<file path="src/lsdom_bus_pkg.sv">
package lsdom_bus_pkg;

    localparam int ADDR_WIDTH = 32;
    localparam int DATA_WIDTH = 32;
    localparam int STRB_WIDTH = DATA_WIDTH / 8;

    typedef logic [ADDR_WIDTH-1:0] addr_t;   // Byte address
    typedef logic [DATA_WIDTH-1:0] data_t;
    typedef logic [STRB_WIDTH-1:0] strb_t;   // One bit per byte lane

    // Encodings follow the AXI response field
    typedef enum logic [1:0] {
        resp_okay   = 2'b00,
        resp_slverr = 2'b10,   // Write to a read-only register
        resp_decerr = 2'b11    // Unmapped address
    } resp_t;

    typedef struct packed {
        logic  wr;
        addr_t addr;
        data_t data;
        strb_t strb;
    } bus_req_t;

    typedef struct packed {
        data_t data;
        resp_t resp;
    } bus_rsp_t;

endpackage
</file>
<file path="src/lsdom_arbiter.sv">
`timescale 1ns/1ps

module lsdom_arbiter #(
    parameter int  NUM_MSTS = 3,
    localparam int IDX_W    = (NUM_MSTS > 1) ? $clog2(NUM_MSTS) : 1
) (
    input  logic                    seq,
    input  logic                    rst_n,
    input  logic                    pause,
    input  logic [NUM_MSTS-1:0]     mst_req,
    input  lsdom_bus_pkg::bus_req_t mst_req_data [NUM_MSTS],
    input  logic                    bus_done,
    output logic                    gnt_valid,
    output logic [IDX_W-1:0]        gnt_idx,
    output lsdom_bus_pkg::bus_req_t gnt_req
);

    logic [IDX_W-1:0] rr_ptr;   // First candidate of the next search
    logic [IDX_W-1:0] win_idx;
    logic             win_found;
    logic             take;

    // Circular search starting at the pointer
    always_comb begin
        int cand;
        win_found = 1'b0;
        win_idx   = '0;
        for (int k = 0; k < NUM_MSTS; k++) begin
            cand = (int'(rr_ptr) + k) % NUM_MSTS;
            if (!win_found && mst_req[cand]) begin
                win_found = 1'b1;
                win_idx   = IDX_W'(cand);
            end
        end
    end

    assign take = !gnt_valid && !pause && win_found;   // Bus idle only

    always_ff @(posedge seq) begin
        if (!rst_n) begin
            gnt_valid <= 1'b0;
            gnt_idx   <= '0;
            rr_ptr    <= '0;   // Master 0 wins first
        end else if (take) begin
            gnt_valid <= 1'b1;
            gnt_idx   <= win_idx;
            if (win_idx == IDX_W'(NUM_MSTS - 1)) begin
                rr_ptr <= '0;
            end else begin
                rr_ptr <= win_idx + 1'b1;
            end
        end else if (bus_done) begin
            gnt_valid <= 1'b0;   // Released the edge after done
        end
    end

    // Winner's request is frozen for the whole access
    always_ff @(posedge seq) begin
        if (take) begin
            gnt_req <= mst_req_data[win_idx];
        end
    end

endmodule

</file>
<file path="config.mk">
export PLATFORM = sky130hd
export DESIGN_NAME = lsdom_arbiter
export DESIGN_NICKNAME = d
export VERILOG_FILES = /design/src/lsdom_bus_pkg.sv /design/src/lsdom_arbiter.sv
export SDC_FILE = /design/constraint.sdc
export NUM_CORES = 1
export LEC_CHECK = 0
export ABC_AREA = 1
export BUFFER_PORTS_ARGS = -buffer_cell sky130_fd_sc_hd__buf_2
export CAP_MARGIN = 20
export CORE_AREA = 2 2 110 112
export CTS_CLUSTER_DIAMETER = 80
export DETAILED_ROUTE_END_ITERATION = 10
export DIE_AREA = 0 0 112 114
export PLACE_DENSITY = 0.76
export SLEW_MARGIN = 20
export SYNTH_ARGS = -nofsm -noshare
export SYNTH_HDL_FRONTEND = slang
export SYNTH_SLANG_ARGS = --single-unit
</file>
<file path="constraint.sdc">
create_clock -name seq -period 4.35 [get_ports seq]
set_input_delay 1.305 -clock seq [delete_from_list [all_inputs] [get_ports seq]]
set_output_delay 1.305 -clock seq [all_outputs]
set_load 0.05 [all_outputs]
</file>
# [Yosys cells after proc, flatten, opt, wreduce, memory -nomap -nowiden]
# Cells that the tools add are included.
[classes] n_reduce_logical=9 shifts=0 n_mul=0 order_cmp=4 div_mod_pow=3 bitwise_logic=1 eq_ne=1 n_addsub=3 mux=21
[op_table] op="69-bit binary-select mux with 2-bit select" n=1
[op_table] op="69-bit 2-to-1 mux" n=2
[op_table] op="32-bit by 4-bit less-than comparator with 1-bit output, second input constant" n=3
[op_table] op="32-bit by 3-bit remainder unit with 32-bit output, second input constant" n=2
[op_table] op="3-bit by 3-bit remainder unit with 32-bit output, second input constant" n=1
[op_table] op="1-bit 2-to-1 mux" n=11
[op_table] op="2-bit 2-to-1 mux" n=4
[op_table] op="1-bit binary-select mux with 2-bit select" n=3
[op_table] op="1-bit logical AND" n=4
[op_table] op="1-bit logical NOT" n=4
[op_table] op="2-bit by 1-bit adder with 3-bit output, second input constant" n=1
[op_table] op="2-bit by 2-bit adder with 3-bit output, second input constant" n=1
[op_table] op="3-bit >= comparator, second input constant" n=1
[op_table] op="2-bit NOT with 3-bit output" n=1
[op_table] op="2-bit by 1-bit adder with 2-bit output, second input constant" n=1
[op_table] op="2-bit == test, second input constant" n=1
[op_table] op="2-bit nonzero test" n=1
[totals] latchBits=0 regBits=74 mem_count=0 out_inout_bits=72 wordCells=49 mem_bits_rw=0 rom_bits=0 input_bits=214

# [Longest topological paths before layout]
[logic_depth] ltp_word=15 mapped_depth=15

# [Worst setup path after synthesis]
# No wires, ideal clock.
[synth_path] path_type="input to register" startpoint="in mst_req[2]" endpoint="reg gnt_req[0] in the netlist's numbering, enable pin" path_stages=6 path_slack_ns=0.669 t_arrival_ns=3.256 t_required_ns=3.925 cell_sequence="inv_1 > o21ai_1 > nand2_4 > nand3_1 > nand2_1 > inv_1"
[synth_via] elab_chain_cells=11 elab_cells_between_ends=17 cone_classes="mux (12); reduce/logical (5)"
[synth_lines] item="start: declaration" line_no="lsdom_arbiter.sv:10" text="input logic [NUM_MSTS-1:0] mst_req,"
[synth_lines] item="1-bit binary-select mux with 2-bit select" line_no="lsdom_arbiter.sv:30" text="if (!win_found && mst_req[cand]) begin"
[synth_lines] item="1-bit 2-to-1 mux (implied by the code) (2 in series)" line_no="lsdom_arbiter.sv:30"
[synth_lines] item="1-bit 2-to-1 mux" line_no="lsdom_arbiter.sv:30"
[synth_lines] item="1-bit logical NOT" line_no="lsdom_arbiter.sv:30"
[synth_lines] item="1-bit logical AND" line_no="lsdom_arbiter.sv:30"
[synth_lines] item="1-bit 2-to-1 mux" line_no="lsdom_arbiter.sv:30"
[synth_lines] item="1-bit logical NOT" line_no="lsdom_arbiter.sv:30"
[synth_lines] item="1-bit logical AND" line_no="lsdom_arbiter.sv:30"
[synth_lines] item="1-bit 2-to-1 mux *" line_no="lsdom_arbiter.sv:30"
[synth_lines] item="1-bit logical AND *" line_no="lsdom_arbiter.sv:37" text="assign take = !gnt_valid && !pause && win_found;"
[synth_lines] item="via take" line_no="lsdom_arbiter.sv:21" text="logic take;"
[synth_lines] item="end signal: assignment" line_no="lsdom_arbiter.sv:60" text="gnt_req <= mst_req_data[win_idx];"
[synth_lines] item="end: declaration" line_no="lsdom_arbiter.sv:15" text="output lsdom_bus_pkg::bus_req_t gnt_req"
# Mark *: on every way through the listed nets, which the timed path passes. The rest lies on a longest branch. The select of a mux whose other input is x is not followed.
# A chain may end at the register's enable or synchronous reset.

# [Worst setup path in the final report]
[layout_path] startpoint="in mst_req[2]" endpoint="reg gnt_req[27] in the netlist's numbering, enable pin"
# The elaborated chain is that of the path after synthesis.

==> summary.md <==
| Metric | Value |
|---|---|
| Outcome | `completed` |
| Slew Viols, Final | `0` |
| Clk_lat worst skew | `0.33 ns` |
| Final worst path period share | `0.6971` |
| Most common cell after layout, fill and taps aside | `buf_2` |
| Slew headroom | `0.4728` |
| Vias in the first global route | `4551` |
| Crit path DAT | `between 3 and 4 ns` |
| Endpoints failing setup | `0` |
| IO buf count | `285` |
| Initial antenna violation count | `0` |
| Synth cell types | `24` |
| CTS Sinks | `74` |
| Critical path depth in cells | `8` |
| Mapped Nets | `823` |
| CP bufs+invs | `4` |
| All-layer global routing usage | `0.2107` |
| Grt ovf | `0` |
| Highest-count cells in the layout ignoring fill and taps | `285 x buf_2, 227 x nand2_1, 79 x inv_1` |
| Element type at the critical path end | `flip-flop` |
| Resize count post-CTS | `0` |
| Post-CTS Hold Buffers | `0` |
| Number of core rows | `40` |
| Cell Area, Synth | `0.004682 mm²` |
| ANT cells | `0` |
| Root buf cell | `clkbuf_16` |
| Post-synthesis xor/xnor area fraction | `0` |
| DP Worst Slack | `0.9663 ns` |
| Compound-gate portion of the synthesized area | `0.01096` |
| Hold Path Stages | `2` |
| Htree depth | `3` |
| Max-Cap Viols | `0` |
| Drt first pass iters | `4` |
| Post-CTS Setup Repair Bufs | `0` |
| Post-DP HPWL | `10400 µm` |
| Routed len/inst | `13.65 µm` |
| HP Class | `flip-flop to flip-flop` |
| Fmax | `~0.33 GHz` |
| Syn Inst Count | `605` |
| CP Cell Sequence | `buf_2 > inv_1 > o21ai_1 > nand2_4 > nand3_1 > nand2_1 > inv_2 > buf_4` |
| YS warnings | `0` |
| CTS Buffer Depth | `2` |
| Die area | `between 0.01 and 0.015 mm²` |
| Startpoint Class | `input port` |
| Worst r2r src | `rr_ptr[0]$_SDFFE_PN0P_` |
| Unrepaired setup endpoints after global routing | `no` |
| Adder-cell share of the synthesized area | `0.01069` |
| Min Tclk post-route | `approximately 3.0 ns` |
| Post-Route WL | `14030 µm` |
| Simple-Gate Fraction of Synth Area | `0.4083` |
| Total CTS buffers | `9` |
| Skew final | `0.004630 ns` |
| Starting Density | `0.3998` |
| Remaining DRCs | `0` |
| R2R cell count | `10` |
| I/O pin total | `approximately 290` |
| Final core occ | `0.5520` |
| Worst slew pin tran | `0.7880 ns` |
| Setup TNS | `0 ns` |
| CP max FO | `29` |
| Fin. Hold Viols | `0` |
| CP Class | `input port to flip-flop` |
| Seq/Total Area, Yosys | `0.4639` |
| WP data required | `approximately 4.3 ns` |
| CP Launch Point | `mst_req[2]` |
| Die H | `between 100 and 150 µm` |
| Worst Slack Setup Final | `~1.3 ns` |
| Yosys reg bits | `74` |
| Area delta synth->final | `38.08%` |
| NumNets Final | `around 1100` |
| Slowest cell on the critical path | `inv_2` |
| Global-route wire length before repair | `21670 µm` |
| Fill cells | `1084` |
| Share of cells above drive strength 1 | `0.3689` |
| HP Start | `gnt_valid$_SDFFE_PN0P_` |
| Mean post-synth cell area | `7.739 µm²` |
| Antenna-violating nets left | `0` |
| Hold Slack | `between 0.4 and 0.5 ns` |
| Vias per inst | `4.849` |
| Worst path top cell family by delay | `buffers and inverters` |
| DR vias | `~5000` |
| CORE AREA | `approximately 0.012 mm²` |
| DIE WIDTH | `112 µm` |
| CTS tree | `yes` |
| Critical path's largest stage delay | `0.50 ns` |
| Post-synthesis mux area share | `0` |
| Clock-pin slew on the worst setup and hold paths | `0.06 ns` |
| Largest family of logic cells by synthesized area | `simple AND/OR/NAND/NOR gates` |
| Largest net degree at the start of global routing | `70` |
| RD Place Congestion | `0.9174` |
| DR iter-0 viols | `about 510` |
[tightest hold or removal path, delay by kind of cell, from the launching register on]
family	cells	cell delay, ns
simple gates	1	0.06
flops	1	0.32
compound gates	1	0.05
[layer usage]
layer	share of wire	vias to the layer above	GRT usage
met3	0.079	28	0.03773
met5	0	-	0
met2	0.51	235	0.3794
li1	-	2478	-
met4	0.020	0	0.07480
met1	0.40	2244	0.2545
[final cells by class]
type	count	area (µm²)	share of cell area
tap	147	183.9	0.02845
clock buffer	13	250.2	0.03871
sequential	74	2172	0.3360
clock inverter	3	17.52	0.002710
multi-input combinational	411	2021	0.3126
inverter	85	319.1	0.04935
timing repair buffer	295	1501	0.2322
[cells by family (layout without fill, tap and decap cells)]
logic type	after synthesis	after routing
AO/OA/AOI/OAI	10	10
AND/OR/NAND/NOR	397	397
adder cells (fa/ha/maj)	4	4
buffers and inverters	120	396
flip-flops	74	74
[path summary, 6_finish.rpt]
check | to | slack, ns
max | gnt_req[27]$_DFFE_PP_ | 1.32
min | gnt_valid$_SDFFE_PN0P_ | 0.48
max reg2reg | gnt_req[27]$_DFFE_PP_ | 1.49
min reg2reg | gnt_valid$_SDFFE_PN0P_ | 0.48
[per-stage QoR]
step                      instances  instance area, µm²
after floorplan                 605                4682
after global placement         1012                6197
after detailed placement       1012                6197
after CTS                      1028                6465
after global routing           1028                6465
final                          1028                6465
[synthesized netlist by cell type]
cell | count | share of area
inv_1 | 80 | 0.064
o21ai_0 | 4 | 0.0043
nand3_4 | 2 | 0.0075
nand3_2 | 2 | 0.0043
ha_1 | 4 | 0.011
nand4_1 | 1 | 0.0013
clkbuf_1 | 18 | 0.014
edfxtp_1 | 69 | 0.44
nor2_1 | 13 | 0.010
a31oi_1 | 1 | 0.0013
inv_2 | 5 | 0.0040
buf_2 | 7 | 0.0075
o21ai_1 | 1 | 0.0011
nor2_2 | 2 | 0.0027
nand2_4 | 2 | 0.0048
buf_4 | 2 | 0.0032
dfxtp_1 | 5 | 0.021
buf_1 | 4 | 0.0032
nand2_2 | 2 | 0.0027
buf_6 | 4 | 0.0096
nand3b_1 | 69 | 0.11
nand2_1 | 228 | 0.18
nand3_1 | 76 | 0.081
a21oi_1 | 4 | 0.0043
[registers in the layout (all words and copies together), names as in the netlist]
register and flops:
rr_ptr 2, gnt_idx 2, gnt_req 69, gnt_valid 1
Power is not shown: default switching activity piles up to over one toggle a cycle in this logic, so the estimate is an artifact.
