### src/lsdom_bus_pkg.sv
package lsdom_bus_pkg;

    localparam int ADDR_WIDTH = 32;
    localparam int DATA_WIDTH = 32;
    localparam int STRB_WIDTH = DATA_WIDTH / 8;

    typedef logic [ADDR_WIDTH-1:0] addr_t;   // Byte address
    typedef logic [DATA_WIDTH-1:0] data_t;
    typedef logic [STRB_WIDTH-1:0] strb_t;   // One bit per byte lane

    // Encodings follow the AXI response field
    typedef enum logic [1:0] {
        resp_okay   = 2'b00,
        resp_slverr = 2'b10,   // Write to a read-only register
        resp_decerr = 2'b11    // Unmapped address
    } resp_t;

    typedef struct packed {
        logic  wr;
        addr_t addr;
        data_t data;
        strb_t strb;
    } bus_req_t;

    typedef struct packed {
        data_t data;
        resp_t resp;
    } bus_rsp_t;

endpackage
### src/lsdom_map_pkg.sv
package lsdom_map_pkg;

    // Low-power memory of 4 KiB
    localparam lsdom_bus_pkg::addr_t lpmem_base = 32'h0000_0000;
    localparam lsdom_bus_pkg::addr_t lpmem_size = 32'h0000_1000;

    // System configuration registers
    localparam lsdom_bus_pkg::addr_t syscfg_base = 32'h0001_0000;
    localparam lsdom_bus_pkg::addr_t syscfg_size = 32'h0000_0100;

    // Everything from here up belongs to the high-speed domain
    localparam lsdom_bus_pkg::addr_t hsdom_boundary = 32'h8000_0000;

    localparam lsdom_bus_pkg::data_t syscfg_id_value = 32'h4c53_4430;   // "LSD0"

    typedef enum logic [1:0] {
        sel_lpmem  = 2'd0,
        sel_syscfg = 2'd1,
        sel_hsdom  = 2'd2,
        sel_none   = 2'd3
    } slave_sel_e;

endpackage

### src/lsdom_decoder.sv
`timescale 1ns/1ps

module lsdom_decoder #(
    parameter int  NUM_MSTS = 3,
    localparam int IDX_W    = (NUM_MSTS > 1) ? $clog2(NUM_MSTS) : 1
) (
    input  logic                    seq,
    input  logic                    rst_n,
    input  logic                    gnt_valid,
    input  logic [IDX_W-1:0]        gnt_idx,
    input  lsdom_bus_pkg::bus_req_t gnt_req,
    input  logic                    mem_done,
    input  lsdom_bus_pkg::bus_rsp_t mem_rsp,
    input  logic                    cfg_done,
    input  lsdom_bus_pkg::bus_rsp_t cfg_rsp,
    input  logic                    hsdom_done,
    input  lsdom_bus_pkg::bus_rsp_t hsdom_rsp,
    output logic                    mem_sel,
    output logic                    cfg_sel,
    output logic                    hsdom_sel,
    output lsdom_bus_pkg::bus_req_t slv_req,
    output logic                    bus_done,
    output logic [NUM_MSTS-1:0]     mst_done,
    output lsdom_bus_pkg::bus_rsp_t mst_rsp
);

    lsdom_map_pkg::slave_sel_e cur_sel;
    logic                      issued;   // Select already sent for this grant
    logic                      start;
    logic                      err_done;
    logic                      slv_done;

    function automatic lsdom_map_pkg::slave_sel_e decode(lsdom_bus_pkg::addr_t addr);
        if (addr >= lsdom_map_pkg::hsdom_boundary) begin
            return lsdom_map_pkg::sel_hsdom;
        end
        // Unsigned wrap rejects addresses below the base
        if (addr - lsdom_map_pkg::lpmem_base < lsdom_map_pkg::lpmem_size) begin
            return lsdom_map_pkg::sel_lpmem;
        end
        if (addr - lsdom_map_pkg::syscfg_base < lsdom_map_pkg::syscfg_size) begin
            return lsdom_map_pkg::sel_syscfg;
        end
        return lsdom_map_pkg::sel_none;
    endfunction

    assign cur_sel = decode(gnt_req.addr);
    assign start   = gnt_valid && !issued;
    assign slv_req = gnt_req;   // Full address to every slave

    assign mem_sel   = start && (cur_sel == lsdom_map_pkg::sel_lpmem);
    assign cfg_sel   = start && (cur_sel == lsdom_map_pkg::sel_syscfg);
    assign hsdom_sel = start && (cur_sel == lsdom_map_pkg::sel_hsdom);

    always_ff @(posedge seq) begin
        if (!rst_n) begin
            issued   <= 1'b0;
            err_done <= 1'b0;
        end else begin
            err_done <= start && (cur_sel == lsdom_map_pkg::sel_none);
            if (bus_done) begin
                issued <= 1'b0;
            end else if (start) begin
                issued <= 1'b1;
            end
        end
    end

    always_comb begin
        slv_done = 1'b0;
        mst_rsp  = '0;
        unique case (cur_sel)
            lsdom_map_pkg::sel_lpmem: begin
                slv_done = mem_done;
                mst_rsp  = mem_rsp;
            end
            lsdom_map_pkg::sel_syscfg: begin
                slv_done = cfg_done;
                mst_rsp  = cfg_rsp;
            end
            lsdom_map_pkg::sel_hsdom: begin
                slv_done = hsdom_done;
                mst_rsp  = hsdom_rsp;
            end
            default: begin
                slv_done     = err_done;
                mst_rsp.data = '0;   // Decode error reads zero
                mst_rsp.resp = lsdom_bus_pkg::resp_decerr;
            end
        endcase
    end

    assign bus_done = gnt_valid && issued && slv_done;

    // Steer done to the owner
    always_comb begin
        for (int m = 0; m < NUM_MSTS; m++) begin
            mst_done[m] = bus_done && (gnt_idx == IDX_W'(m));
        end
    end

endmodule

### config.mk
export PLATFORM = sky130hd
export DESIGN_NAME = lsdom_decoder
export DESIGN_NICKNAME = d
export VERILOG_FILES = /design/src/lsdom_bus_pkg.sv /design/src/lsdom_map_pkg.sv /design/src/lsdom_decoder.sv
export SDC_FILE = /design/constraint.sdc
export NUM_CORES = 1
export LEC_CHECK = 0
export ABC_CLOCK_PERIOD_IN_PS = 2800
export BUFFER_PORTS_ARGS = -buffer_cell sky130_fd_sc_hd__buf_4
export CAP_MARGIN = 10
export CORE_AREA = 2 2 112 114
export CTS_CLUSTER_SIZE = 40
export DETAILED_ROUTE_END_ITERATION = 7
export DIE_AREA = 0 0 114 116
export HOLD_SLACK_MARGIN = 0.08
export PLACE_DENSITY = 0.46
export SYNTH_ARGS = -nofsm -noshare
export SYNTH_HDL_FRONTEND = slang
export SYNTH_SLANG_ARGS = --single-unit
### constraint.sdc
create_clock -name seq -period 2.8 [get_ports seq]
set_input_delay 0.42 -clock seq [delete_from_list [all_inputs] [get_ports seq]]
set_output_delay 0.42 -clock seq [all_outputs]
set_load 0.03 [all_outputs]
# Word-level counts from Yosys, hierarchy flattened

Index checks and enable logic that the tools add are counted.
Widths: inputs -> output; s select.

Input port bits: 179
Output and inout port bits: 110
Bits in registers: 2

Order comparisons: 3
Bitwise logic cells: 1
Reduce and logical (&&, ||, !) cells: 14
Add/sub/neg operators: 1
Eq/ne operators: 5
Muxes and demuxes: 14

Operators with widths:

| cell                   | count |
|---|---|
| $pmux 34 s3            | 1 |
| $ge 32x32->1 const B   | 1 |
| $lt 32x13->1 const B   | 1 |
| $lt 32x9->1 const B    | 1 |
| $sub 32x17->32 const B | 1 |
| $mux 2                 | 6 |
| $logic_and 1x1->1      | 10 |
| $eq 2x2->1 const B     | 3 |
| $mux 1                 | 6 |
| $eq 2x1->1 const B     | 2 |
| $logic_not 2->1        | 2 |
| $pmux 1 s3             | 1 |
| $reduce_or 2->1        | 1 |
| $logic_not 1->1        | 1 |
| $not 1->1              | 1 |

# Depth between registers and ports, before layout

Word-level depth: 12
Gate-level depth with buffers: 7
Mapped depth without buffers: 5

# Worst setup path after synthesis

OpenSTA, ideal clock, no wires.

Path kind: input -> output
Start point: in gnt_req[65] in the netlist's numbering
End point: out mst_done[1]
Setup slack: -112 ps
Buffers on the path: 0
Arrival time: 2,492 ps
Stages on the path: 5
Cells stage by stage: nor4_2 -> nand3_2 -> nor4_2 -> a2111oi_4 -> nor4b_1

Cells in the longest elaborated chain, start to end: 12

Ends and longest elaborated chain:

| item                                     | RTL line            | text |
|---|---|---|
| from (decl)                              | lsdom_decoder.sv:11 | `input lsdom_bus_pkg::bus_req_t gnt_req,` |
| $sub 32x17->32                           | lsdom_decoder.sv:41 | `if (addr - lsdom_map_pkg::syscfg_base < lsdom_map_pkg::syscfg_size) begin` |
| $lt 32x9->1                              | lsdom_decoder.sv:41 |  |
| $mux 1 (2 in a row)                      | lsdom_decoder.sv:41 |  |
| $mux 1                                   | lsdom_decoder.sv:38 | `if (addr - lsdom_map_pkg::lpmem_base < lsdom_map_pkg::lpmem_size) begin` |
| $mux 2                                   | lsdom_decoder.sv:44 | `return lsdom_map_pkg::sel_none;` |
| $mux 2                                   | lsdom_decoder.sv:41 |  |
| $mux 2 (*)                               | lsdom_decoder.sv:38 |  |
| $eq 2x2->1, or another cell as far along | lsdom_decoder.sv:72 | `unique case (cur_sel)` |
| $pmux 1 s3 (*)                           | lsdom_decoder.sv:72 |  |
| $logic_and 1x1->1 (*)                    | lsdom_decoder.sv:93 | `assign bus_done = gnt_valid && issued && slv_done;` |
| $logic_and 1x1->1 (*)                    | lsdom_decoder.sv:98 | `mst_done[m] = bus_done && (gnt_idx == IDX_W'(m));` |
| to (decl)                                | lsdom_decoder.sv:23 | `output logic [NUM_MSTS-1:0] mst_done,` |

Every way passes the cells marked *; elsewhere a longest branch is shown, timed or not. The select of a mux whose other input is x is not followed.

# Worst setup path after layout

Start point: in gnt_req[65] in the netlist's numbering
End point: out mst_done[2]

Same word-level chain as after synthesis.

==> summary.txt <==
Status - finished clean
Most frequent cells in the layout - 204 x buf_4, 68 x nand2_1, 34 x a22oi_1
Fmax - 383 MHz
CTS-repair resized insts - 0
Global Route Usage Sum - 9.13%
CP max FO - 5
Critical path launch point - gnt_req[65]
Initial DRC Count - 95
Worst path bufs/invs - 2
Clock Sinks - 2
Starting density of the core - 11.6%
Worst IR Drop VDD - 0.000319 V
Slew Viols, Final - 0
H-tree depth - 1
Final GP Congestion - 0.701
Minimum clock period - 2.61 ns
CP required - 2.38 ns
Final setup violation count - 0
Synth Area in Simple Gates - 32.2%
R2r worst-path depth - 3
Syn nets - 391
Yosys reg bits - 2
Final hold vios - 0
Clock transition at path regs - 0.03 ns
Layout cell share with drive strength beyond 1 - 63.8%
Total global routing overflow - 0
Main combinational cell family by area after synthesis - buffers and inverters
CTS tree - done
Post-Synth Adder-Cell Area - 0%
Per-cell routed wire length - 14.4 um
Die Span X - 114 um
Crit-path most repeated cell - buf_4
Max-cap viol count - 0
CP Launch Type - primary input
Delay-heaviest family, CP - compound AO/OA/AOI/OAI gates
Via count - 1918
PD cells - 235 nW/um2
Core Region - 11900 um2
Postcts setup bufs - 0
DRC viols - 0
Final worst-path cycle share - 93.3%
Netlist Area Pre-Place - 1380 um2
Final WL - 7.00 mm
Worst setup path class - primary input to output pin
Total Nets Final - 521
Dpl hpwl - 6.05 mm
Tot Pwr - 616 uW
Commonest non-fill, non-tap cell in the layout - buf_4
Synthesis-to-finish area growth - 90.0%
Hold depth - 2
Worst-margin pin slew - 0.422 ns
P_leak - 1.42 nW
Sum Neg Setup Slack - 0 ns
DIE AREA - 13200 um2
Synth Warn # - 0
Clock skew - 0.00153 ns
Hold Path Origin - rst_n
I/O pins - 289
CTS Root Cell - clkbuf_16
Port bufs - 198
Mux cell area share after synthesis - 0%
Sequential area share after synthesis - 2.90%
R2R Path Start - err_done
Post-route ant nets - 0
Mean number of vias per cell - 3.94
Pin count of the biggest net entering global routing - 28
Row count - 40
Global-route wire length before repair - 9.41 mm
Library cells used by synthesis - 26
Ant. Diodes - 0
Synthesized instance count - 212
Fillers - 1372
FF-to-FF setup slack - 1.60 ns
CTS buffer count - 3
Number of global-route vias before repair - 1775
Crit path depth - 7
Hold-fix buffers, CTS - 0
HP Class - primary input to flip-flop
Crit path cell chain - buf_4, nor4_2, nand3_2, o311a_1, a2111oi_4, nor4b_1, buf_4
Synth Area in XOR/XNOR - 0%
Final core occ - 22.0%
RSZ-0062 raised after global routing - no
Slew Limit Headroom - 71.9%
Die height - 116 um
Synth Area in Compound Gates - 22.7%
Initial antenna violation count - 0
Crit end category - output pin
Mean post-synth cell area - 6.50 um2
CP max stage delay - 0.42 ns
Slowest-stage cell, CP - a2111oi_4
Worst-Skew Late Latency - 0.22 ns
Drt pass-1 iters - 4
Crit path DAT - 2.19 ns
Max Root-Sink Buffers - 2
stage by stage:
stage / setup slack (ns) / std cells / cell area (um2) / hold WS, ns
6_report: 0.187 / 487 / 2620 / 0.478
5_1_grt: 0.0313 / 487 / 2620 / 0.496
4_1_cts: 0.133 / 487 / 2620 / 0.473
3_5_place_dp: 0.132 / 484 / 2540 / 0.613
3_3_place_gp: 0.128 / 484 / 2540 / 0.607
2_1_floorplan: -0.112 / 212 / 1380 / 0.546
synth_stat cells (all sizes together):
cell | number | area (um2)
a21o | 1 | 8.76
or4b | 1 | 10.0
dfxtp | 2 | 40.0
nor3 | 2 | 21.3
nor2 | 3 | 11.3
nor3b | 1 | 7.51
and3b | 2 | 17.5
nand3b | 1 | 7.51
o221a | 1 | 11.3
nand2 | 68 | 255
inv | 1 | 3.75
clkbuf | 6 | 22.5
buf | 74 | 556
nor4b | 2 | 17.5
nor4 | 6 | 62.6
a22oi | 34 | 255
a2111oi | 1 | 27.5
o311a | 1 | 10.0
nand3 | 3 | 20.0
or3 | 1 | 6.26
and2 | 1 | 7.51
worst reg2reg max path, cell delays in order, from the launching register on:
cell and delay, ns:
dfxtp_1 0.32, o311a_1 0.13, a2111oi_4 0.42, o221a_1 0.27
state kept, by name, indices dropped and copies added (netlist names):
| name | cells |
|---|---|
| err_done | 1 |
| issued | 1 |
cell type report:
type | count | area (um2) | area share [%]
repair buffers | 205 | 1550 | 59.2
multi-input cells | 129 | 766 | 29.2
well taps | 147 | 184 | 7.02
clock buffers | 3 | 75.1 | 2.87
flip-flops and latches | 2 | 40.0 | 1.53
inverters | 1 | 3.75 | 0.143
power by group:
group / internal (mW) / switching (mW) / total [mW]
sequential: 0.0304 / 0.00185 / 0.0323
combinational: 0.191 / 0.178 / 0.370
clock: 0.182 / 0.0325 / 0.214
total: 0.403 / 0.213 / 0.616
routing by layer:
metal | wire (um) | vias up | global-route usage (%)
li1 | - | 918 | -
met1 | 2360 | 868 | 9.67
met2 | 3900 | 110 | 17.5
met3 | 566 | 22 | 2.25
met4 | 162 | 0 | 3.17
met5 | 0 | - | 0
cell families after synthesis:
family,Yosys count
AND/OR/NAND/NOR,91
AO/OA/AOI/OAI,38
buffers and inverters,81
flip-flops,2
path summary, 6_finish.rpt:
kind / end
worst min register to register: err_done
worst min-delay path: issued
worst max register to register: issued
worst max-delay path: mst_done[2]
Note: power is estimated with default switching activity, not from simulation.
