File: src/lsdom_bus_pkg.sv
package lsdom_bus_pkg;

    localparam int ADDR_WIDTH = 32;
    localparam int DATA_WIDTH = 32;
    localparam int STRB_WIDTH = DATA_WIDTH / 8;

    typedef logic [ADDR_WIDTH-1:0] addr_t;   // Byte address
    typedef logic [DATA_WIDTH-1:0] data_t;
    typedef logic [STRB_WIDTH-1:0] strb_t;   // One bit per byte lane

    // Encodings follow the AXI response field
    typedef enum logic [1:0] {
        resp_okay   = 2'b00,
        resp_slverr = 2'b10,   // Write to a read-only register
        resp_decerr = 2'b11    // Unmapped address
    } resp_t;

    typedef struct packed {
        logic  wr;
        addr_t addr;
        data_t data;
        strb_t strb;
    } bus_req_t;

    typedef struct packed {
        data_t data;
        resp_t resp;
    } bus_rsp_t;

endpackage
File: src/lsdom_map_pkg.sv
package lsdom_map_pkg;

    // Low-power memory of 4 KiB
    localparam lsdom_bus_pkg::addr_t lpmem_base = 32'h0000_0000;
    localparam lsdom_bus_pkg::addr_t lpmem_size = 32'h0000_1000;

    // System configuration registers
    localparam lsdom_bus_pkg::addr_t syscfg_base = 32'h0001_0000;
    localparam lsdom_bus_pkg::addr_t syscfg_size = 32'h0000_0100;

    // Everything from here up belongs to the high-speed domain
    localparam lsdom_bus_pkg::addr_t hsdom_boundary = 32'h8000_0000;

    localparam lsdom_bus_pkg::data_t syscfg_id_value = 32'h4c53_4430;   // "LSD0"

    typedef enum logic [1:0] {
        sel_lpmem  = 2'd0,
        sel_syscfg = 2'd1,
        sel_hsdom  = 2'd2,
        sel_none   = 2'd3
    } slave_sel_e;

endpackage

File: src/lsdom_syscfg.sv
`timescale 1ns/1ps

module lsdom_syscfg #(
    parameter int  NUM_SCRATCH = 4,
    localparam int WORD_W      = $clog2(lsdom_map_pkg::syscfg_size / 4)
) (
    input  logic                    seq,
    input  logic                    rst_n,
    input  logic                    sel,
    input  lsdom_bus_pkg::bus_req_t req,
    output logic                    done,
    output lsdom_bus_pkg::bus_rsp_t rsp
);

    lsdom_bus_pkg::data_t    scratch [NUM_SCRATCH];
    lsdom_bus_pkg::addr_t    offset;
    logic [WORD_W-1:0]       word;
    logic                    is_scratch;
    int                      slot;
    lsdom_bus_pkg::bus_rsp_t rsp_next;

    assign offset     = req.addr - lsdom_map_pkg::syscfg_base;
    assign word       = offset[WORD_W+1:2];
    assign is_scratch = (word >= 1) && (int'(word) <= NUM_SCRATCH);
    assign slot       = int'(word) - 1;   // Scratch follows the ID word

    always_comb begin
        rsp_next.data = '0;
        rsp_next.resp = lsdom_bus_pkg::resp_okay;
        if (word == '0) begin
            if (req.wr) begin
                rsp_next.resp = lsdom_bus_pkg::resp_slverr;   // ID is read-only
            end else begin
                rsp_next.data = lsdom_map_pkg::syscfg_id_value;
            end
        end else if (is_scratch && !req.wr) begin
            rsp_next.data = scratch[slot];
        end
    end

    always_ff @(posedge seq) begin
        if (!rst_n) begin
            for (int i = 0; i < NUM_SCRATCH; i++) begin
                scratch[i] <= '0;
            end
        end else if (sel && req.wr && is_scratch) begin
            for (int b = 0; b < lsdom_bus_pkg::STRB_WIDTH; b++) begin
                if (req.strb[b]) begin
                    scratch[slot][8*b +: 8] <= req.data[8*b +: 8];
                end
            end
        end
    end

    always_ff @(posedge seq) begin
        if (sel) begin
            rsp <= rsp_next;
        end
    end

    always_ff @(posedge seq) begin
        if (!rst_n) begin
            done <= 1'b0;
        end else begin
            done <= sel;
        end
    end

endmodule

File: config.mk
export PLATFORM = sky130hd
export DESIGN_NAME = lsdom_syscfg
export DESIGN_NICKNAME = d
export VERILOG_FILES = /design/src/lsdom_bus_pkg.sv /design/src/lsdom_map_pkg.sv /design/src/lsdom_syscfg.sv
export SDC_FILE = /design/constraint.sdc
export NUM_CORES = 1
export LEC_CHECK = 0
export BUFFER_PORTS_ARGS = -buffer_cell sky130_fd_sc_hd__buf_2
export CAP_MARGIN = 5
export CELL_PAD_IN_SITES_DETAIL_PLACEMENT = 2
export CELL_PAD_IN_SITES_GLOBAL_PLACEMENT = 2
export CORE_MARGIN = 8
export CORE_UTILIZATION = 40
export CTS_CLUSTER_DIAMETER = 120
export DETAILED_ROUTE_END_ITERATION = 6
export GPL_ROUTABILITY_DRIVEN = 0
export PLACE_DENSITY_LB_ADDON = 0.1
export SKIP_LAST_GASP = 1
export SYNTH_ARGS = -nofsm -noshare
export SYNTH_HDL_FRONTEND = slang
export SYNTH_SLANG_ARGS = --single-unit
File: constraint.sdc
create_clock -name seq -period 4.74 [get_ports seq]
set_input_delay 1.422 -clock seq [delete_from_list [all_inputs] [get_ports seq]]
set_output_delay 1.422 -clock seq [all_outputs]
set_load 0.01 [all_outputs]
# [Word-level counts from Yosys, hierarchy flattened]
# Memories as Yosys holds them, arrays and structs flattened.
# Index checks and enable logic that the tools add are counted.
[totals] inputBits=72 output_inout_bits=35 ramBits=128 regBits=35 elab_cells=39 memories=1
[op_classes] n_lt_le_gt_ge=2 n_reduce_logical=7 mux=24 addsub=2
[mem_list] name="scratch" words=4 word_bits=32 rd=1 rd_ports_with_merged_regs=0 write_ports=4 line="lsdom_syscfg.sv:15" rtl="lsdom_bus_pkg::data_t scratch [NUM_SCRATCH];"
[op_table] op="32-bit 2-to-1 mux" count=3
[op_table] op="32-bit OR reduction" count=1
[op_table] op="31-bit 2-to-1 mux" count=1
[op_table] op="1-bit 2-to-1 mux" count=17
[op_table] op="8-bit by 1-bit subtractor with 8-bit output (second input constant)" count=1
[op_table] op="6-bit by 1-bit greater-or-equal comparator with 1-bit output (second input constant)" count=1
[op_table] op="6-bit by 3-bit <= comparator with 1-bit output (second input constant)" count=1
[op_table] op="6-bit logical NOT" count=1
[op_table] op="1-bit logical AND" count=4
[op_table] op="2-bit 2-to-1 mux" count=2
[op_table] op="4-bit 2-to-1 mux" count=1
[op_table] op="2-bit by 1-bit subtractor with 2-bit output (second input constant)" count=1
[op_table] op="1-bit logical NOT" count=1

# [Depth between registers and ports, before layout]
# Gate-level depths: netlist of run 1.
[logic_depth] word_depth=9 ltp_mapped=9 depth_no_buf=5

# [Worst setup path after synthesis of run 1]
# OpenSTA, ideal clock, no wires.
[synth_timing] kind="input port to flip-flop" startpoint="input port req[38] (netlist bit)" endpoint="memory scratch[0][16] (netlist bit) (enable)" setup_ns=0.398 arrival_ns=3.449 stages=8 t_required_ns=4.342 path_buffers=3 setup_slack_ns=0.893 cell_sequence="buf_6 > buf_6 > inv_1 > ha_1 > or3b_1 > buf_2 > nand4_1 > o41ai_1"
[synth_lines] item="start: declaration" line="lsdom_syscfg.sv:10" rtl="input lsdom_bus_pkg::bus_req_t req,"
[synth_lines] item="end: declaration" line="lsdom_syscfg.sv:15"

==> results of run 1 <==
## cell type report
cell class | count | share of cell area (%)
Antenna cell | 1 | 0.0294
Clock buffer | 18 | 5.04
Clock inverter | 12 | 1.67
Inverter | 19 | 0.837
Multi-Input combinational cell | 274 | 24.4
Sequential cell | 162 | 57.0
Tap cell | 229 | 3.36
Timing Repair Buffer | 113 | 7.64
## cells in the mapped netlist (2+ instances only)
cell / n
nor3b_1: 21
mux4_2: 32
and2_1: 2
clkbuf_2: 2
buf_2: 17
o41ai_1: 7
nand4_1: 9
nor3_1: 73
buf_4: 4
nand2_1: 33
or3_1: 2
nand3_1: 4
o21ai_0: 11
buf_6: 2
o31ai_1: 9
and3_1: 24
nor2_1: 32
clkbuf_1: 18
edfxtp_1: 161
inv_1: 19
and4b_1: 2
ha_1: 3
nand2b_1: 2
## worst max-delay path by stage
| stage | slack [ps] | to |
|---|---|---|
| 6_report | 1180 | scratch[0][26] |
| 5_1_grt | 1030 | scratch[0][9] |
| 4_1_cts | 1230 | scratch[0][26] |
| 3_5_place_dp | 790 | scratch[1][11] |
| 3_3_place_gp | 980 | scratch[1][11] |
| 2_1_floorplan | 890 | scratch[0][16] |
## flip-flops by register name (all words and copies together) (netlist names)
signal / count
scratch: 128
rsp: 33
done: 1
## layer usage
metal,global-route usage (%),wire length [um],part of all wire (%)
met1,24.3,8860,42
met2,34.1,10800,51
met3,4.06,1000,4.8
met4,6.75,371,1.8
met5,0,0,0
## power by group
group | leakage, uW | total [uW] | switching [uW] | internal, uW
Clock | 0.000269 | 1360 | 548 | 814
Combinational | 0.00123 | 275 | 166 | 109
Sequential | 0.00158 | 1660 | 19.3 | 1640
Total | 0.00307 | 3300 | 733 | 2560
## cells by family (layout without fill, tap and decap cells)
group | count (synthesis) | count (layout)
adder cells (fa/ha/maj) | 3 | 3
other | 1 | 2
multiplexers | 32 | 32
flip-flops | 162 | 162
AND/OR/NAND/NOR | 210 | 210
buffers and inverters | 62 | 162
AO/OA/AOI/OAI | 28 | 28
## per-stage QoR
step                      utilization (%)  instance area (um2)  total power [uW]
final                                47.8                 8520              3300
after detailed placement             44.5                 7950              1970
after global placement               44.5                 7950              1950
after global routing                 47.7                 8520              3400
after floorplan                         -                 7220              1840
after CTS                            47.7                 8520              3330
## critical path, stage by stage
cell and delay (ps):
buf_2 120, inv_1 160, ha_1 200, nand2b_1 400
nand3_1 630, o31ai_1 480, buf_4 260
==> key figures, run 1 <==
Run status
  • Status: complete, no violations

Critical path
  • R2r endpoint: rsp[16]
  • RR Startpoint: scratch[1][14]
  • Worst path required time: 4870 ps
  • CP arrival: 3690 ps
  • Crit path kind: in2reg
  • Cells on worst reg2reg path: 3
  • Crit Path Max Fanout: 15
  • CP endpoint kind: flip-flop
  • CP startpoint: req[38]
  • Element type at the critical path start: input port
  • Flop2flop setup slack: 3370 ps

Die
  • Full die area: 22,600 um2
  • Row count: 49
  • Core region area: 17,800 um2
  • Initial core utilization: 40.5%
  • Chip height: 150 um
  • IO Pins: 107
  • Die W: 150 um

Placed design
  • Detailed placement HPWL: 13,300 um
  • DP Worst Slack: 794 ps
  • Port Buffers: 79
  • Inst Count DP: 797

Clocking
  • CTS Hold Buffers Added: 0
  • Postcts setup bufs: 0
  • Post-CTS sizing: 0
  • Root Driver: clkbuf_16
  • CTS H-tree depth: 4
  • Max clock buf depth: 2
  • Num CTS Buffers: 17
  • TritonCTS clock tree: yes
  • Clk sinks: 162
  • Worst-path clk slew: 60 ps
  • Clock latency at the later pin of the worst-skew pair: 430 ps

Power
  • PD cells: 387 nW/um2
  • Maximum vdd ir drop: 250 uV
  • Leakage: 0.00307 uW

Logic synthesis
  • Area leader, netlist: edfxtp_1
  • Synthesized cell area: 7220 um2
  • Syn_nets: 573
  • Post-Syn Instances: 498
  • FF+latch count, synth: 162
  • Dominant synthesized flop cell: edfxtp_1
  • Synth top area share: 67.0%
  • Synth cell types: 32
  • Largest family of logic cells by synthesized area: simple AND/OR/NAND/NOR gates
  • FFs w/ async S/R, synth: 0%
  • Largest cells by area after synthesis: edfxtp_1 67%, mux4_2 10%, nor3_1 5.1%, nor3b_1 2.2%, and3_1 2.1%
  • Syn. warnings: 0
  • Sequential share of the synthesized area: 67.3%
  • Simple-Gate Fraction of Synth Area: 15.5%
  • Xor/xnor cell area share of the yosys netlist: 0%
  • Proportion of synthesized area in mux cells: 9.99%
  • Compound-Gate Fraction of Synth Area: 2.70%
  • Syn Area/Cell: 14.5 um2
  • Post-synth EDFFs: 161
  • Synth Area in Adders: 0.520%

Timing
  • Hold Worst Slack: 813 ps
  • Final Critical Period: 3560 ps
  • Final setup fails: 0
  • Final slew viol count: 0
  • Unrepaired setup endpoints after global routing: no
  • Hold Violations, Final: 0
  • Setup WS post-layout: 1180 ps
  • Setup TNS Final: 0 ps
  • Clk_skew: 7.24 ps
  • Relative max-transition margin: 28.5%
  • F_max: 281 MHz
  • Worst Tran Pin Value: 1070 ps
  • Tcrit/Tclk final: 75.2%

Drt
  • Drt wl/cell: 25.4 um
  • DRT iter0 DRCs: 244
  • Routed vias/inst: 5.63
  • Pre-antenna DRT Iters: 4
  • Post-DRT Antenna Nets: 0
  • Drt drc: 0
  • Total length of routed wires: 21,000 um
  • Via Count: 4,660

Layout
  • Fillers: 1,731
  • Footprint of the multi-input gates: 2080 um2
  • Layout net count: 662
  • Area Growth Syn to Fin: 18.1%
  • Most common cell after layout, fill and taps aside: edfxtp_1
  • Layout cells sized above 1: 29.4%
  • Storage cell area: 4850 um2
  • Final Non-Filler Cells: 828
  • Most frequent cells in the layout: 161 x edfxtp_1, 79 x buf_2, 73 x nor3_1

Global routing
  • Number of antenna violations at the first check in global routing: 1
  • GRT Total Usage: 19.8%
  • Overflow after GRT: 0
  • First-pass GRT wire length: 32,500 um
  • Vias in the first global route: 5,310
  • Largest net degree at the start of global routing: 43

Hold path
  • Hold path start: scratch[3][27]
  • Hold EP: rsp[29]
  • Tightest Hold Check Type: reg2reg
  • WHS Path Cells: 3

Flow run
  • MaxCap Viol Count: 0
Note: power is estimated with default switching activity, not from simulation.
==> run 2, diff against run 1 <==
==> constraint.sdc (replaced) <==
create_clock -name seq -period 3.6 [get_ports seq]
set_input_delay 1.08 -clock seq [delete_from_list [all_inputs] [get_ports seq]]
set_output_delay 1.08 -clock seq [all_outputs]
set_load 0.01 [all_outputs]
==> run 2 against run 1 <==
Cell count increased by 0.97%. Register-to-register slack got worse by 1100 ps. Critical path depth unchanged. Routed wire length up 2.2%. Via count increased by 2.4%. Setup slack worse by 570 ps. Clock power increased by 34%. Sequential share of layout area down 0.34 points. Count of clock-buffer cells in the layout grew 3. Non-clock buffer count rose by 6. Combinational power up 35%. Global-route usage is 0.24 points higher.
==> key figures, run 2 (synthesis gave the netlist of run 1 again) <==
Run status
  • Status: complete, no violations

Critical path
  • Crit Path Max Fanout: 15 (unchanged)
  • RR Startpoint: scratch[1][14]
  • Crit path kind: in2reg
  • CP startpoint: req[38]
  • Worst path required time: 3730 ps (-1140 ps)
  • Element type at the critical path start: input port
  • CP endpoint kind: flip-flop
  • CP arrival: 3130 ps (-560 ps)

Clocking
  • Postcts setup bufs: 0 (unchanged)
  • CTS Hold Buffers Added: 0 (unchanged)
  • Num CTS Buffers: 17 (unchanged)
  • Max clock buf depth: 2 (unchanged)
  • Root Driver: clkbuf_16
  • TritonCTS clock tree: yes
  • Clock latency at the later pin of the worst-skew pair: 430 ps (about the same)
  • Clk sinks: 162 (unchanged)
  • Worst-path clk slew: 60 ps (about the same)
  • CTS H-tree depth: 4 (unchanged)
  • Post-CTS sizing: 0 (unchanged)

Layout
  • Layout cells sized above 1: 29.9% (+0.44 points)
  • Most frequent cells in the layout: 161 x edfxtp_1, 79 x buf_2, 73 x nor3_1
  • Largest reg by FF count: scratch
  • Max FFs per register: 128 (unchanged)
  • Layout net count: 668 (+0.91%)
  • Fillers: 1,720 (-0.64%)
  • Area Growth Syn to Fin: 18.8%
  • Final Non-Filler Cells: 836 (+0.97%)
  • Biggest regs: scratch (128), rsp (33), done (1)
  • Design area: 8570 um2 (+0.60%)
  • Most common cell after layout, fill and taps aside: edfxtp_1

Hold path
  • Tightest Hold Check Type: reg2reg
  • Hold path start: scratch[3][25]

Drt
  • Drt drc: 0 (unchanged)
  • Post-DRT Antenna Nets: 0 (unchanged)
  • DRT iter0 DRCs: 301 (+23%)
  • Met2 WL: 11,100 um (+3.5%)
  • Met3 wire len: 943 um (-5.9%)
  • Top sig layer: met4
  • Via Count: 4,772 (+2.4%)
  • WL met1: 8930 um (+0.86%)
  • Total length of routed wires: 21,500 um (+2.2%)
  • Pre-antenna DRT Iters: 4 (unchanged)
  • Drt wl/cell: 25.7 um (+1.2%)
  • Routed vias/inst: 5.71 (+1.4%)

Global routing
  • Number of antenna violations at the first check in global routing: 0 (-1)
  • Overflow after GRT: 0 (unchanged)
  • Largest net degree at the start of global routing: 43 (unchanged)
  • GRT Total Usage: 20.0% (+0.24 points)
  • Vias in the first global route: 5,438 (+2.4%)
  • First-pass GRT wire length: 32,900 um (+1.3%)

Die
  • Core region area: 17,800 um2 (unchanged)
  • Die W: 150 um (unchanged)
  • Initial core utilization: 40.5% (unchanged)
  • Full die area: 22,600 um2 (unchanged)
  • Chip height: 150 um (unchanged)
  • Row count: 49 (unchanged)
  • IO Pins: 107 (unchanged)

Timing
  • Unrepaired setup endpoints after global routing: no
  • Final Critical Period: 3000 ps
  • Setup TNS Final: 0 ps (unchanged)
  • Tcrit/Tclk final: 83.3%
  • Hold Violations, Final: 0 (unchanged)
  • Worst Tran Pin Value: 831 ps (-239 ps)
  • Relative max-transition margin: 44.6% (+16 points)
  • F_max: 334 MHz
  • Final setup fails: 0 (unchanged)
  • Clk_skew: 6.42 ps (-0.824 ps)
  • Final slew viol count: 0 (unchanged)

Placed design
  • Port Buffers: 79 (unchanged)
  • Inst Count DP: 803 (+0.75%)
  • Detailed placement HPWL: 14,000 um (+4.8%)
  • DP Area: 7990 um2 (+0.57%)

Power
  • Maximum vdd ir drop: 353 uV (+41%)
  • Power Total: 4380 uW (+33%)
  • Leakage: 0.00310 uW (+0.89%)
  • PD cells: 511 nW/um2 (+32%)

Flow run
  • MaxCap Viol Count: 0 (unchanged)
## run 2: layout make-up
type                       instances  area [um2]  area share [%]
inverter                          19        71.3           0.832
multi-input combinational        274        2080            24.3
antenna                            1        2.50          0.0292
sequential                       162        4850            56.6
tap                              229         287            3.34
clock buffer                      21         440            5.14
timing repair buffer             119         696            8.12
clock inverter                    11         138            1.61
## run 2: critical path: stages
cell,delay (ps)
buf_2,120
inv_1,190
ha_1,210
nand2b_1,140
nand3_1,550
o31ai_1,560
buf_4,260
## run 2: metrics by stage
| step | worst slack (ps) | utilization (%) | hold WS, ps |
|---|---|---|---|
| floorplan | 94.9 | - | 757 |
| global placement | 337 | 44.8 | 776 |
| detailed placement | 255 | 44.8 | 813 |
| CTS | 586 | 48.0 | 829 |
| global route | 418 | 48.0 | 873 |
| finish | 602 | 48.0 | 822 |
## run 2: path summary, 6_finish.rpt
check	cells past startpoint	end	slack, ps
worst max-delay path	7	scratch[2][25]	600
worst max register to register	3	rsp[16]	2240
worst min register to register	2	rsp[27]	820
worst min-delay path	2	rsp[27]	820
## run 2: power breakdown
part           total, uW  internal, uW  switching, uW  leakage, uW
combinational        372           148            223      0.00125
sequential          2190          2160           27.1      0.00158
clock               1820          1080            740     0.000268
## run 2: metal layers
| metal | GRT usage, % | vias to the layer above |
|---|---|---|
| met5 | 0 | - |
| met4 | 7.80 | 0 |
| met2 | 34.4 | 124 |
| met3 | 3.82 | 34 |
| met1 | 24.4 | 2498 |
| li1 | - | 2116 |
